**config.mk**
```make
export PLATFORM = sky130hd
export DESIGN_NAME = ooo_exec_top
export DESIGN_NICKNAME = d
export VERILOG_FILES = /design/src/common/ooo_pkg.sv /design/src/rs/rs.sv /design/src/fu/alu_unit.sv /design/src/fu/mult_unit.sv /design/src/design/cdb_arbiter.sv /design/src/design/ooo_exec_top.sv
export SDC_FILE = /design/constraint.sdc
export NUM_CORES = 2
export LEC_CHECK = 0
export BUFFER_PORTS_ARGS = -buffer_cell sky130_fd_sc_hd__buf_2
export CORE_ASPECT_RATIO = 0.9
export CORE_UTILIZATION = 60
export CTS_CLUSTER_SIZE = 20
export DETAILED_ROUTE_END_ITERATION = 8
export PLACE_DENSITY = 0.77
export SLEW_MARGIN = 15
export SYNTH_ARGS = -nofsm -noshare
export SYNTH_HDL_FRONTEND = slang
export SYNTH_SLANG_ARGS = --single-unit
```
**constraint.sdc**
```tcl
create_clock -name clock -period 9.8 [get_ports clock]
set_input_delay 0.49 -clock clock [delete_from_list [all_inputs] [get_ports clock]]
set_output_delay 0.49 -clock clock [all_outputs]
set_load 0.005 [all_outputs]
```
**src/common/ooo_pkg.sv**
```systemverilog
package ooo_pkg;

  // Datapath widths shared by the station, the units and the CDB
  localparam int tag_width  = 6;          // Result tag, one per in-flight instruction
  localparam int data_width = 32;         // Operand and result width
  localparam int op_width   = 3;          // Opcode field width
  localparam int fu_width   = 1;          // Unit type field width

  // Operations handled by the cluster
  typedef enum logic [op_width-1:0] {
    op_add = 3'd0,                        // a + b
    op_sub = 3'd1,                        // a - b
    op_and = 3'd2,                        // Bitwise and
    op_or  = 3'd3,                        // Bitwise or
    op_xor = 3'd4,                        // Bitwise xor
    op_mul = 3'd5                         // Low half of a * b
  } op_t;

  // Unit classes a station entry can be bound to
  typedef enum logic [fu_width-1:0] {
    fu_alu  = 1'b0,                       // Single-cycle integer unit
    fu_mult = 1'b1                        // Pipelined multiplier
  } fu_type_t;

  // Which unit class executes a given opcode
  function automatic fu_type_t unit_of_op(input op_t op);
    fu_type_t unit;
    case (op)
      op_mul:  unit = fu_mult;            // Only mul goes to the multiplier
      default: unit = fu_alu;             // Everything else is integer work
    endcase
    return unit;
  endfunction

endpackage

```
**src/rs/rs.sv**
```systemverilog
`timescale 1ns/1ps

module rs #(
  parameter int  num_alu   = 2,
  parameter int  num_mult  = 1,
  localparam int num_units = num_alu + num_mult
) (
  input  logic                                           clock,
  input  logic                                           reset,
  input  logic                                           dispatch_valid,
  input  ooo_pkg::op_t                                   dispatch_op,
  input  logic [ooo_pkg::tag_width-1:0]                  dispatch_tag,
  input  logic [ooo_pkg::tag_width-1:0]                  src1_tag,
  input  logic                                           src1_ready,
  input  logic [ooo_pkg::data_width-1:0]                 src1_value,
  input  logic [ooo_pkg::tag_width-1:0]                  src2_tag,
  input  logic                                           src2_ready,
  input  logic [ooo_pkg::data_width-1:0]                 src2_value,
  input  logic                                           cdb_valid,
  input  logic [ooo_pkg::tag_width-1:0]                  cdb_tag,
  input  logic [ooo_pkg::data_width-1:0]                 cdb_value,
  input  logic [num_units-1:0]                           unit_ready,
  output logic                                           dispatch_stall,   // No free entry
  output logic [num_units-1:0]                           issue_valid,
  output ooo_pkg::op_t [num_units-1:0]                   issue_op,
  output logic [num_units-1:0][ooo_pkg::tag_width-1:0]   issue_tag,
  output logic [num_units-1:0][ooo_pkg::data_width-1:0]  issue_a,
  output logic [num_units-1:0][ooo_pkg::data_width-1:0]  issue_b
);

  // Entry storage, entry i is bound to unit i
  logic [num_units-1:0]                          busy;         // Entry holds an instruction
  ooo_pkg::op_t [num_units-1:0]                  e_op;         // Opcode
  logic [num_units-1:0][ooo_pkg::tag_width-1:0]  e_tag;        // Destination tag
  logic [num_units-1:0][ooo_pkg::tag_width-1:0]  e_src1_tag;   // Producer of operand 1
  logic [num_units-1:0][ooo_pkg::tag_width-1:0]  e_src2_tag;   // Producer of operand 2
  logic [num_units-1:0]                          e_src1_rdy;   // Operand 1 value valid
  logic [num_units-1:0]                          e_src2_rdy;   // Operand 2 value valid
  logic [num_units-1:0][ooo_pkg::data_width-1:0] e_src1_val;
  logic [num_units-1:0][ooo_pkg::data_width-1:0] e_src2_val;

  // Per-entry wakeup and issue terms
  logic [num_units-1:0]          wake1;         // CDB delivers operand 1 now
  logic [num_units-1:0]          wake2;         // CDB delivers operand 2 now
  logic [num_units-1:0]          entry_ready;   // Both operands available
  logic [num_units-1:0]          issuing;       // Leaves the station this cycle
  logic [num_units-1:0]          fit_free;      // Free and of the needed type
  logic [num_units-1:0]          write;         // Dispatch target, one-hot
  ooo_pkg::fu_type_t             entry_type [num_units];
  ooo_pkg::fu_type_t             need_type;     // Unit class of the dispatched op
  logic                          taken;         // First-fit search found a slot

  // Dispatch-side bypass from the CDB
  logic                          d1_wake;
  logic                          d2_wake;
  logic                          d1_rdy;
  logic                          d2_rdy;
  logic [ooo_pkg::data_width-1:0] d1_val;
  logic [ooo_pkg::data_width-1:0] d2_val;

  assign need_type = ooo_pkg::unit_of_op(dispatch_op);

  assign d1_wake = cdb_valid && !src1_ready && (src1_tag == cdb_tag);   // Produced this cycle
  assign d2_wake = cdb_valid && !src2_ready && (src2_tag == cdb_tag);
  assign d1_rdy  = src1_ready || d1_wake;
  assign d2_rdy  = src2_ready || d2_wake;
  assign d1_val  = src1_ready ? src1_value : cdb_value;
  assign d2_val  = src2_ready ? src2_value : cdb_value;

  always_comb begin
    for (int i = 0; i < num_units; i++) begin
      entry_type[i] = (i < num_alu) ? ooo_pkg::fu_alu : ooo_pkg::fu_mult;  // ALUs first
      wake1[i] = cdb_valid && !e_src1_rdy[i] && (e_src1_tag[i] == cdb_tag);  // Own tag match
      wake2[i] = cdb_valid && !e_src2_rdy[i] && (e_src2_tag[i] == cdb_tag);
      entry_ready[i] = busy[i] && (e_src1_rdy[i] || wake1[i]) && (e_src2_rdy[i] || wake2[i]);
      issuing[i]     = entry_ready[i] && unit_ready[i];   // Hold while the unit is blocked
      fit_free[i]    = (!busy[i] || issuing[i]) && (entry_type[i] == need_type);

      issue_valid[i] = issuing[i];
      issue_op[i]    = e_op[i];
      issue_tag[i]   = e_tag[i];
      issue_a[i]     = e_src1_rdy[i] ? e_src1_val[i] : cdb_value;   // Bypass on wakeup
      issue_b[i]     = e_src2_rdy[i] ? e_src2_val[i] : cdb_value;
    end
  end

  // Lowest free entry of the matching type wins
  always_comb begin
    taken = 1'b0;
    write = '0;
    for (int i = 0; i < num_units; i++) begin
      if (dispatch_valid && fit_free[i] && !taken) begin
        write[i] = 1'b1;
        taken    = 1'b1;
      end
    end
  end

  assign dispatch_stall = dispatch_valid && !(|fit_free);   // Source must retry

  always_ff @(posedge clock) begin
    if (reset) begin
      busy       <= '0;
      e_src1_rdy <= '0;
      e_src2_rdy <= '0;
    end else begin
      for (int i = 0; i < num_units; i++) begin
        if (write[i]) begin                 // New instruction overrides issue
          busy[i]       <= 1'b1;
          e_src1_rdy[i] <= d1_rdy;
          e_src2_rdy[i] <= d2_rdy;
        end else begin
          if (issuing[i])
            busy[i] <= 1'b0;
          if (wake1[i])
            e_src1_rdy[i] <= 1'b1;
          if (wake2[i])
            e_src2_rdy[i] <= 1'b1;
        end
      end
    end
  end

  always_ff @(posedge clock) begin
    for (int i = 0; i < num_units; i++) begin
      if (write[i]) begin
        e_op[i]       <= dispatch_op;
        e_tag[i]      <= dispatch_tag;
        e_src1_tag[i] <= src1_tag;
        e_src2_tag[i] <= src2_tag;
        e_src1_val[i] <= d1_val;
        e_src2_val[i] <= d2_val;
      end else begin
        if (wake1[i])
          e_src1_val[i] <= cdb_value;       // Capture broadcast value
        if (wake2[i])
          e_src2_val[i] <= cdb_value;
      end
    end
  end

endmodule

```
**src/fu/alu_unit.sv**
```systemverilog
`timescale 1ns/1ps

module alu_unit (
  input  logic                           clock,
  input  logic                           reset,
  input  logic                           issue_valid,
  input  ooo_pkg::op_t                   issue_op,
  input  logic [ooo_pkg::tag_width-1:0]  issue_tag,
  input  logic [ooo_pkg::data_width-1:0] issue_a,
  input  logic [ooo_pkg::data_width-1:0] issue_b,
  input  logic                           grant,          // CDB taken this cycle
  output logic                           unit_ready,     // Can accept an issue
  output logic                           result_valid,   // Result buffer full
  output logic [ooo_pkg::tag_width-1:0]  result_tag,
  output logic [ooo_pkg::data_width-1:0] result_value
);

  logic [ooo_pkg::data_width-1:0] alu_out;   // Combinational result
  logic                           accept;    // Issue lands in the buffer

  // Buffer frees up either empty or leaving on the CDB
  assign unit_ready = !result_valid || grant;
  assign accept     = issue_valid && unit_ready;

  always_comb begin
    case (issue_op)
      ooo_pkg::op_add: alu_out = issue_a + issue_b;
      ooo_pkg::op_sub: alu_out = issue_a - issue_b;   // Two's complement wrap
      ooo_pkg::op_and: alu_out = issue_a & issue_b;
      ooo_pkg::op_or:  alu_out = issue_a | issue_b;
      ooo_pkg::op_xor: alu_out = issue_a ^ issue_b;
      default:         alu_out = '0;                  // Mul never routed here
    endcase
  end

  always_ff @(posedge clock) begin
    if (reset) begin
      result_valid <= 1'b0;
    end else if (accept) begin
      result_valid <= 1'b1;          // Back-to-back refill on grant
    end else if (grant) begin
      result_valid <= 1'b0;          // Drained onto the CDB
    end
  end

  always_ff @(posedge clock) begin
    if (accept) begin
      result_tag   <= issue_tag;
      result_value <= alu_out;
    end
  end

endmodule

```
**src/fu/mult_unit.sv**
```systemverilog
`timescale 1ns/1ps

module mult_unit (
  input  logic                           clock,
  input  logic                           reset,
  input  logic                           issue_valid,
  input  ooo_pkg::op_t                   issue_op,
  input  logic [ooo_pkg::tag_width-1:0]  issue_tag,
  input  logic [ooo_pkg::data_width-1:0] issue_a,
  input  logic [ooo_pkg::data_width-1:0] issue_b,
  input  logic                           grant,          // CDB taken this cycle
  output logic                           unit_ready,     // Pipeline advances
  output logic                           result_valid,   // Result buffer full
  output logic [ooo_pkg::tag_width-1:0]  result_tag,
  output logic [ooo_pkg::data_width-1:0] result_value
);

  localparam int half_width = ooo_pkg::data_width / 2;

  // Product split into 16-bit halves, low word is ll + ((lh + hl) << half)
  logic                           advance;     // Whole pipeline moves
  logic                           is_mul;      // Only mul starts a product
  logic [ooo_pkg::data_width-1:0] p_ll_d;      // a_lo * b_lo
  logic [half_width-1:0]          cross_lh_d;  // Low half of a_lo * b_hi
  logic [half_width-1:0]          cross_d;     // Both cross terms summed

  // Stage 1 registers
  logic                           s1_valid;
  logic [ooo_pkg::tag_width-1:0]  s1_tag;
  logic [ooo_pkg::data_width-1:0] s1_ll;
  logic [half_width-1:0]          s1_cross;
  logic [half_width-1:0]          s1_a_hi;
  logic [half_width-1:0]          s1_b_lo;

  // Stage 2 registers
  logic                           s2_valid;
  logic [ooo_pkg::tag_width-1:0]  s2_tag;
  logic [ooo_pkg::data_width-1:0] s2_ll;
  logic [half_width-1:0]          s2_cross;

  assign advance    = !result_valid || grant;   // Freeze while the buffer is stuck
  assign unit_ready = advance;
  assign is_mul     = issue_op == ooo_pkg::op_mul;

  assign p_ll_d     = issue_a[half_width-1:0] * issue_b[half_width-1:0];
  assign cross_lh_d = issue_a[half_width-1:0] * issue_b[ooo_pkg::data_width-1:half_width];
  assign cross_d    = s1_cross + s1_a_hi * s1_b_lo;   // Wraps to low half

  always_ff @(posedge clock) begin
    if (reset) begin
      s1_valid     <= 1'b0;
      s2_valid     <= 1'b0;
      result_valid <= 1'b0;
    end else if (advance) begin
      s1_valid     <= issue_valid && is_mul;
      s2_valid     <= s1_valid;
      result_valid <= s2_valid;          // Empty slot clears a granted buffer
    end
  end

  always_ff @(posedge clock) begin
    if (advance) begin
      s1_tag       <= issue_tag;
      s1_ll        <= p_ll_d;
      s1_cross     <= cross_lh_d;
      s1_a_hi      <= issue_a[ooo_pkg::data_width-1:half_width];
      s1_b_lo      <= issue_b[half_width-1:0];
      s2_tag       <= s1_tag;
      s2_ll        <= s1_ll;
      s2_cross     <= cross_d;
      result_tag   <= s2_tag;
      result_value <= s2_ll + {s2_cross, {half_width{1'b0}}};   // Final shift-add
    end
  end

endmodule

```
**src/design/cdb_arbiter.sv**
```systemverilog
`timescale 1ns/1ps

module cdb_arbiter #(
  parameter int  num_alu   = 2,
  parameter int  num_mult  = 1,
  localparam int num_units = num_alu + num_mult
) (
  input  logic                                          clock,
  input  logic                                          reset,
  input  logic [num_units-1:0]                          result_valid,
  input  logic [num_units-1:0][ooo_pkg::tag_width-1:0]  result_tag,
  input  logic [num_units-1:0][ooo_pkg::data_width-1:0] result_value,
  output logic [num_units-1:0]                          grant,       // One-hot
  output logic                                          cdb_valid,
  output logic [ooo_pkg::tag_width-1:0]                 cdb_tag,
  output logic [ooo_pkg::data_width-1:0]                cdb_value
);

  localparam int ptr_width = (num_units > 1) ? $clog2(num_units) : 1;

  logic [ptr_width-1:0] ptr;     // Highest-priority unit this cycle
  logic [ptr_width-1:0] sel;     // Granted unit
  logic                 found;   // Some unit has a result

  // Scan from the pointer and wrap around
  always_comb begin
    found = 1'b0;
    sel   = '0;
    for (int k = 0; k < num_units; k++) begin
      if (!found && result_valid[(int'(ptr) + k) % num_units]) begin
        found = 1'b1;
        sel   = ptr_width'((int'(ptr) + k) % num_units);
      end
    end
  end

  always_comb begin
    for (int i = 0; i < num_units; i++) begin
      grant[i] = found && (int'(sel) == i);
    end
  end

  assign cdb_valid = found;
  assign cdb_tag   = result_tag[sel];     // Don't care when idle
  assign cdb_value = result_value[sel];

  // Winner drops to lowest priority next cycle
  always_ff @(posedge clock) begin
    if (reset) begin
      ptr <= '0;
    end else if (found) begin
      if (int'(sel) == num_units - 1)
        ptr <= '0;
      else
        ptr <= sel + 1'b1;
    end
  end

endmodule

```
**src/design/ooo_exec_top.sv**
```systemverilog
`timescale 1ns/1ps

module ooo_exec_top #(
  parameter int  num_alu   = 2,
  parameter int  num_mult  = 1,
  localparam int num_units = num_alu + num_mult
) (
  input  logic                           clock,
  input  logic                           reset,
  input  logic                           dispatch_valid,
  input  ooo_pkg::op_t                   dispatch_op,
  input  logic [ooo_pkg::tag_width-1:0]  dispatch_tag,
  input  logic [ooo_pkg::tag_width-1:0]  src1_tag,
  input  logic                           src1_ready,
  input  logic [ooo_pkg::data_width-1:0] src1_value,
  input  logic [ooo_pkg::tag_width-1:0]  src2_tag,
  input  logic                           src2_ready,
  input  logic [ooo_pkg::data_width-1:0] src2_value,
  output logic                           dispatch_stall,
  output logic                           cdb_valid,
  output logic [ooo_pkg::tag_width-1:0]  cdb_tag,
  output logic [ooo_pkg::data_width-1:0] cdb_value
);

  // Station to units
  logic [num_units-1:0]                          unit_ready;
  logic [num_units-1:0]                          issue_valid;
  ooo_pkg::op_t [num_units-1:0]                  issue_op;
  logic [num_units-1:0][ooo_pkg::tag_width-1:0]  issue_tag;
  logic [num_units-1:0][ooo_pkg::data_width-1:0] issue_a;
  logic [num_units-1:0][ooo_pkg::data_width-1:0] issue_b;

  // Units to arbiter
  logic [num_units-1:0]                          result_valid;
  logic [num_units-1:0][ooo_pkg::tag_width-1:0]  result_tag;
  logic [num_units-1:0][ooo_pkg::data_width-1:0] result_value;
  logic [num_units-1:0]                          grant;

  rs #(.num_alu(num_alu), .num_mult(num_mult)) i_rs (
    .clock, .reset,
    .dispatch_valid, .dispatch_op, .dispatch_tag,
    .src1_tag, .src1_ready, .src1_value,
    .src2_tag, .src2_ready, .src2_value,
    .cdb_valid, .cdb_tag, .cdb_value,      // Wakeup feedback
    .unit_ready, .dispatch_stall,
    .issue_valid, .issue_op, .issue_tag, .issue_a, .issue_b
  );

  // Unit index matches station entry index
  for (genvar i = 0; i < num_alu; i++) begin : g_alu
    alu_unit i_alu (
      .clock, .reset,
      .issue_valid(issue_valid[i]), .issue_op(issue_op[i]), .issue_tag(issue_tag[i]),
      .issue_a(issue_a[i]), .issue_b(issue_b[i]), .grant(grant[i]),
      .unit_ready(unit_ready[i]), .result_valid(result_valid[i]),
      .result_tag(result_tag[i]), .result_value(result_value[i])
    );
  end

  for (genvar j = num_alu; j < num_units; j++) begin : g_mult
    mult_unit i_mult (
      .clock, .reset,
      .issue_valid(issue_valid[j]), .issue_op(issue_op[j]), .issue_tag(issue_tag[j]),
      .issue_a(issue_a[j]), .issue_b(issue_b[j]), .grant(grant[j]),
      .unit_ready(unit_ready[j]), .result_valid(result_valid[j]),
      .result_tag(result_tag[j]), .result_value(result_value[j])
    );
  end

  cdb_arbiter #(.num_alu(num_alu), .num_mult(num_mult)) i_arbiter (
    .clock, .reset,
    .result_valid, .result_tag, .result_value,
    .grant, .cdb_valid, .cdb_tag, .cdb_value
  );

endmodule

```
==> impl_metrics.yaml <==
outcome:
  status: "finished clean"
pwr:
  p_per_area_nw_per_um2: 214
  total_power_mw: 11.1
  p_leak_nw: 23.1
  ir_worst_vdd_mv: 0.251
flow_run:
  maxCapViolCount: 0
global_routing:
  grt_remaining_overflow: 0
  grt_max_degree: 104
  grt_antenna_before_repair: 6
  grt_usage: 0.364
  grt_pass1_vias: 37600
  grt_pass1_wl_mm: 222
route:
  antenna_left: 0
  drcViolationCount: 0
  vias_per_cell: 6.10
  routed-via-count: 37200
  first_pass_iters: 6
  drt-initial-drc-count: 4080
  routedWlPerCell_um: 24.0
  totalWireLength_mm: 146
sta:
  slew_viol_final: 0
  finalHoldViolations: 0
  relSlewSlack: 0.223
  fmax_mhz: 108
  rsz0062_at_grt: "no"
  worst_slew_pin_slew_ns: 1.16
  finalCriticalPeriod_ns: 9.23
  finalSetupViolCount: 0
  fin_tns_setup_ns: 0
  min_period_over_period: 0.942
  finClkSkew_ns: 0.0252
hold_path:
  hp-class: "input port to flop"
final_layout:
  final.fill_count: 6256
  final_cell_mix: "718 x inv_1, 639 x nand2_1, 509 x edfxtp_1"
  layout_commonest_cell: "inv_1"
  area_growth_pct: 8.53
  nNetsFinal: 5881
  drive_above_1_share: 0.0906
  final_area_um2: 51900
setup_path:
  cpMaxStageDelayCell: "fa_1"
  critPathKind: "flop to flop"
  critPathCaptureType: "flop"
  cpPeakStageDelay_ns: 0.57
  path_delay_family: "adder cells"
  required_ns: 10.21
  crit_buf_inv: 6
  critPathArrivalTime_ns: 9.64
  crit_fanout: 22
  start_kind: "flop"
  crit_top_cell: "fa_1"
synth:
  netlist_instances: 4905
  netlist_area_um2: 47800
  yosys_most_used_dff: "edfxtp_1"
  synth_edf_count: 509
  synth-seq-cells: 525
  yosysSeqAreaShare: 0.326
  synth_cell_types: 91
  synth_nets: 5782
  async_flop_share: 0
  syn-mean-instance-area_um2: 9.75
  yosys_warnings: 0
placement:
  dp.final_hpwl_mm: 112
  gp_congestion: 1.01
  io_buffers: 129
  dpl-instance-area_um2: 49800
clock_tree:
  h-tree-depth: 2
  clockRootBuffer: "clkbuf_16"
  clockBufferDepth: 3
  clk_latency_ns: 0.68
  cts_sinks: 525
  cts_tree: "done"
  cts.clk_slew.worst_paths_ns: 0.07
  numCtsBuffers: 59
die:
  start_util: 0.610
  core-area_um2: 78400
  rows: 97
  die_w_um: 300
  die_y_um: 270
  design.die.area_um2: 80900
  io_pins: 130
[cells by family (layout without fill, tap and decap cells)]
logic type / count (synthesis) / in the layout / share of synthesized area
flops: 525 / 525 / 0.326
buf+inv: 955 / 1104 / 0.0778
xor+xnor: 257 / 257 / 0.0473
simple gates: 1282 / 1282 / 0.114
mux: 243 / 243 / 0.0567
other cells: 0 / 1 / 0
compound gates: 856 / 856 / 0.114
fa+ha+maj: 787 / 787 / 0.264
[flip-flops by register name (all words and copies together), names as in the netlist, 2 cells and up]
signal,flops
i_arbiter.ptr,2
i_rs.e_src1_tag,18
g_mult.i_mult.result_value,32
g_mult.i_mult.s2_ll,32
g_mult.i_mult.s1_ll,32
g_mult.i_mult.s2_tag,6
i_rs.e_src1_val,96
g_alu.i_alu.result_tag,12
g_alu.i_alu.result_valid,2
g_mult.i_mult.s1_b_lo,16
i_rs.e_src2_tag,18
i_rs.e_src2_val,96
g_mult.i_mult.s1_a_hi,16
g_mult.i_mult.s1_cross,16
i_rs.e_src2_rdy,3
i_rs.issue_op,9
i_rs.issue_tag,18
i_rs.e_src1_rdy,3
g_mult.i_mult.result_tag,6
i_rs.busy,3
g_alu.i_alu.result_value,64
g_mult.i_mult.s1_tag,6
g_mult.i_mult.s2_cross,16
[metrics by stage]
step                      std cells  hold WS, ns  utilization  setup WS, ns
final                          6094       0.0422        0.662         0.572
after detailed placement       5971        0.405        0.635         0.406
after floorplan                4905        0.400            -         0.827
after CTS                      6087       0.0179        0.661         0.345
after global routing           6093       0.0334        0.662        0.0289
after global placement         5971        0.401        0.635         0.692
[area by class of cell]
type                    count  area (um2)  area share
clock inverters            42         423     0.00815
inverters                 739        2780      0.0535
well taps                1039        1300      0.0250
clock buffers              69        1520      0.0294
multi-input cells        3425       28600       0.551
diodes                      1        2.50   0.0000482
repair buffers            254        1650      0.0319
flip-flops and latches    525       15600       0.301
[cell usage after synthesis, types with 16 or more instances]
master	number	share of area
a211oi_1	36	0.0056
a21boi_0	27	0.0042
a21o_1	53	0.0083
a21oi_1	188	0.020
a31oi_1	19	0.0025
and2_1	58	0.0076
clkbuf_1	172	0.013
dfxtp_1	16	0.0067
edfxtp_1	509	0.32
fa_1	371	0.16
ha_1	416	0.11
inv_1	719	0.056
mux2_1	110	0.026
mux2_2	21	0.0049
mux2i_1	99	0.021
nand2_1	639	0.050
nand2b_1	28	0.0037
nand3_1	37	0.0039
nand4_1	16	0.0021
nor2_1	374	0.029
nor3_1	36	0.0038
o211ai_1	39	0.0061
o21a_1	66	0.010
o21ai_0	184	0.019
o21ai_1	68	0.0071
o22ai_1	47	0.0061
o31ai_1	26	0.0041
or3_1	17	0.0022
xnor2_1	200	0.037
xor2_1	56	0.010
[power by group]
| part | switching (mW) | internal [mW] | leakage, nW |
|---|---|---|---|
| logic | 3.21 | 2.36 | 17.1 |
| registers | 0.216 | 3.09 | 5.08 |
| clock network | 1.02 | 1.24 | 0.942 |
| total | 4.45 | 6.68 | 23.1 |
[path summary, 6_finish.rpt]
| check | slack (ns) | end | cells after the start | start |
|---|---|---|---|---|
| worst max-delay path | 0.57 | g_mult[2].i_mult.s1_ll[31] | 31 | i_arbiter.ptr[1] |
| worst min-delay path | 0.04 | i_rs.issue_tag[4] | 1 | dispatch_tag[4] |
| worst max register to register | 0.57 | g_mult[2].i_mult.s1_ll[31] | 31 | i_arbiter.ptr[1] |
| worst min register to register | 0.41 | g_mult[2].i_mult.result_tag[4] | 0 | g_mult[2].i_mult.s2_tag[4] |
[timing repair]
action	4_1_cts	5_1_grt
hold endpoints to repair	10	0
buffers inserted	0	4
gates resized for setup	0	5
setup endpoints to repair	0	3
hold buffers	5	0
[metal layers]
layer,GRT usage,vias to the layer above,part of all wire
met3,0.0769,503,0.12
li1,-,16600,-
met2,0.554,2180,0.44
met5,0,-,0.00016
met4,0.202,4,0.065
met1,0.486,17900,0.38
Power figures use the tool's default switching activity.
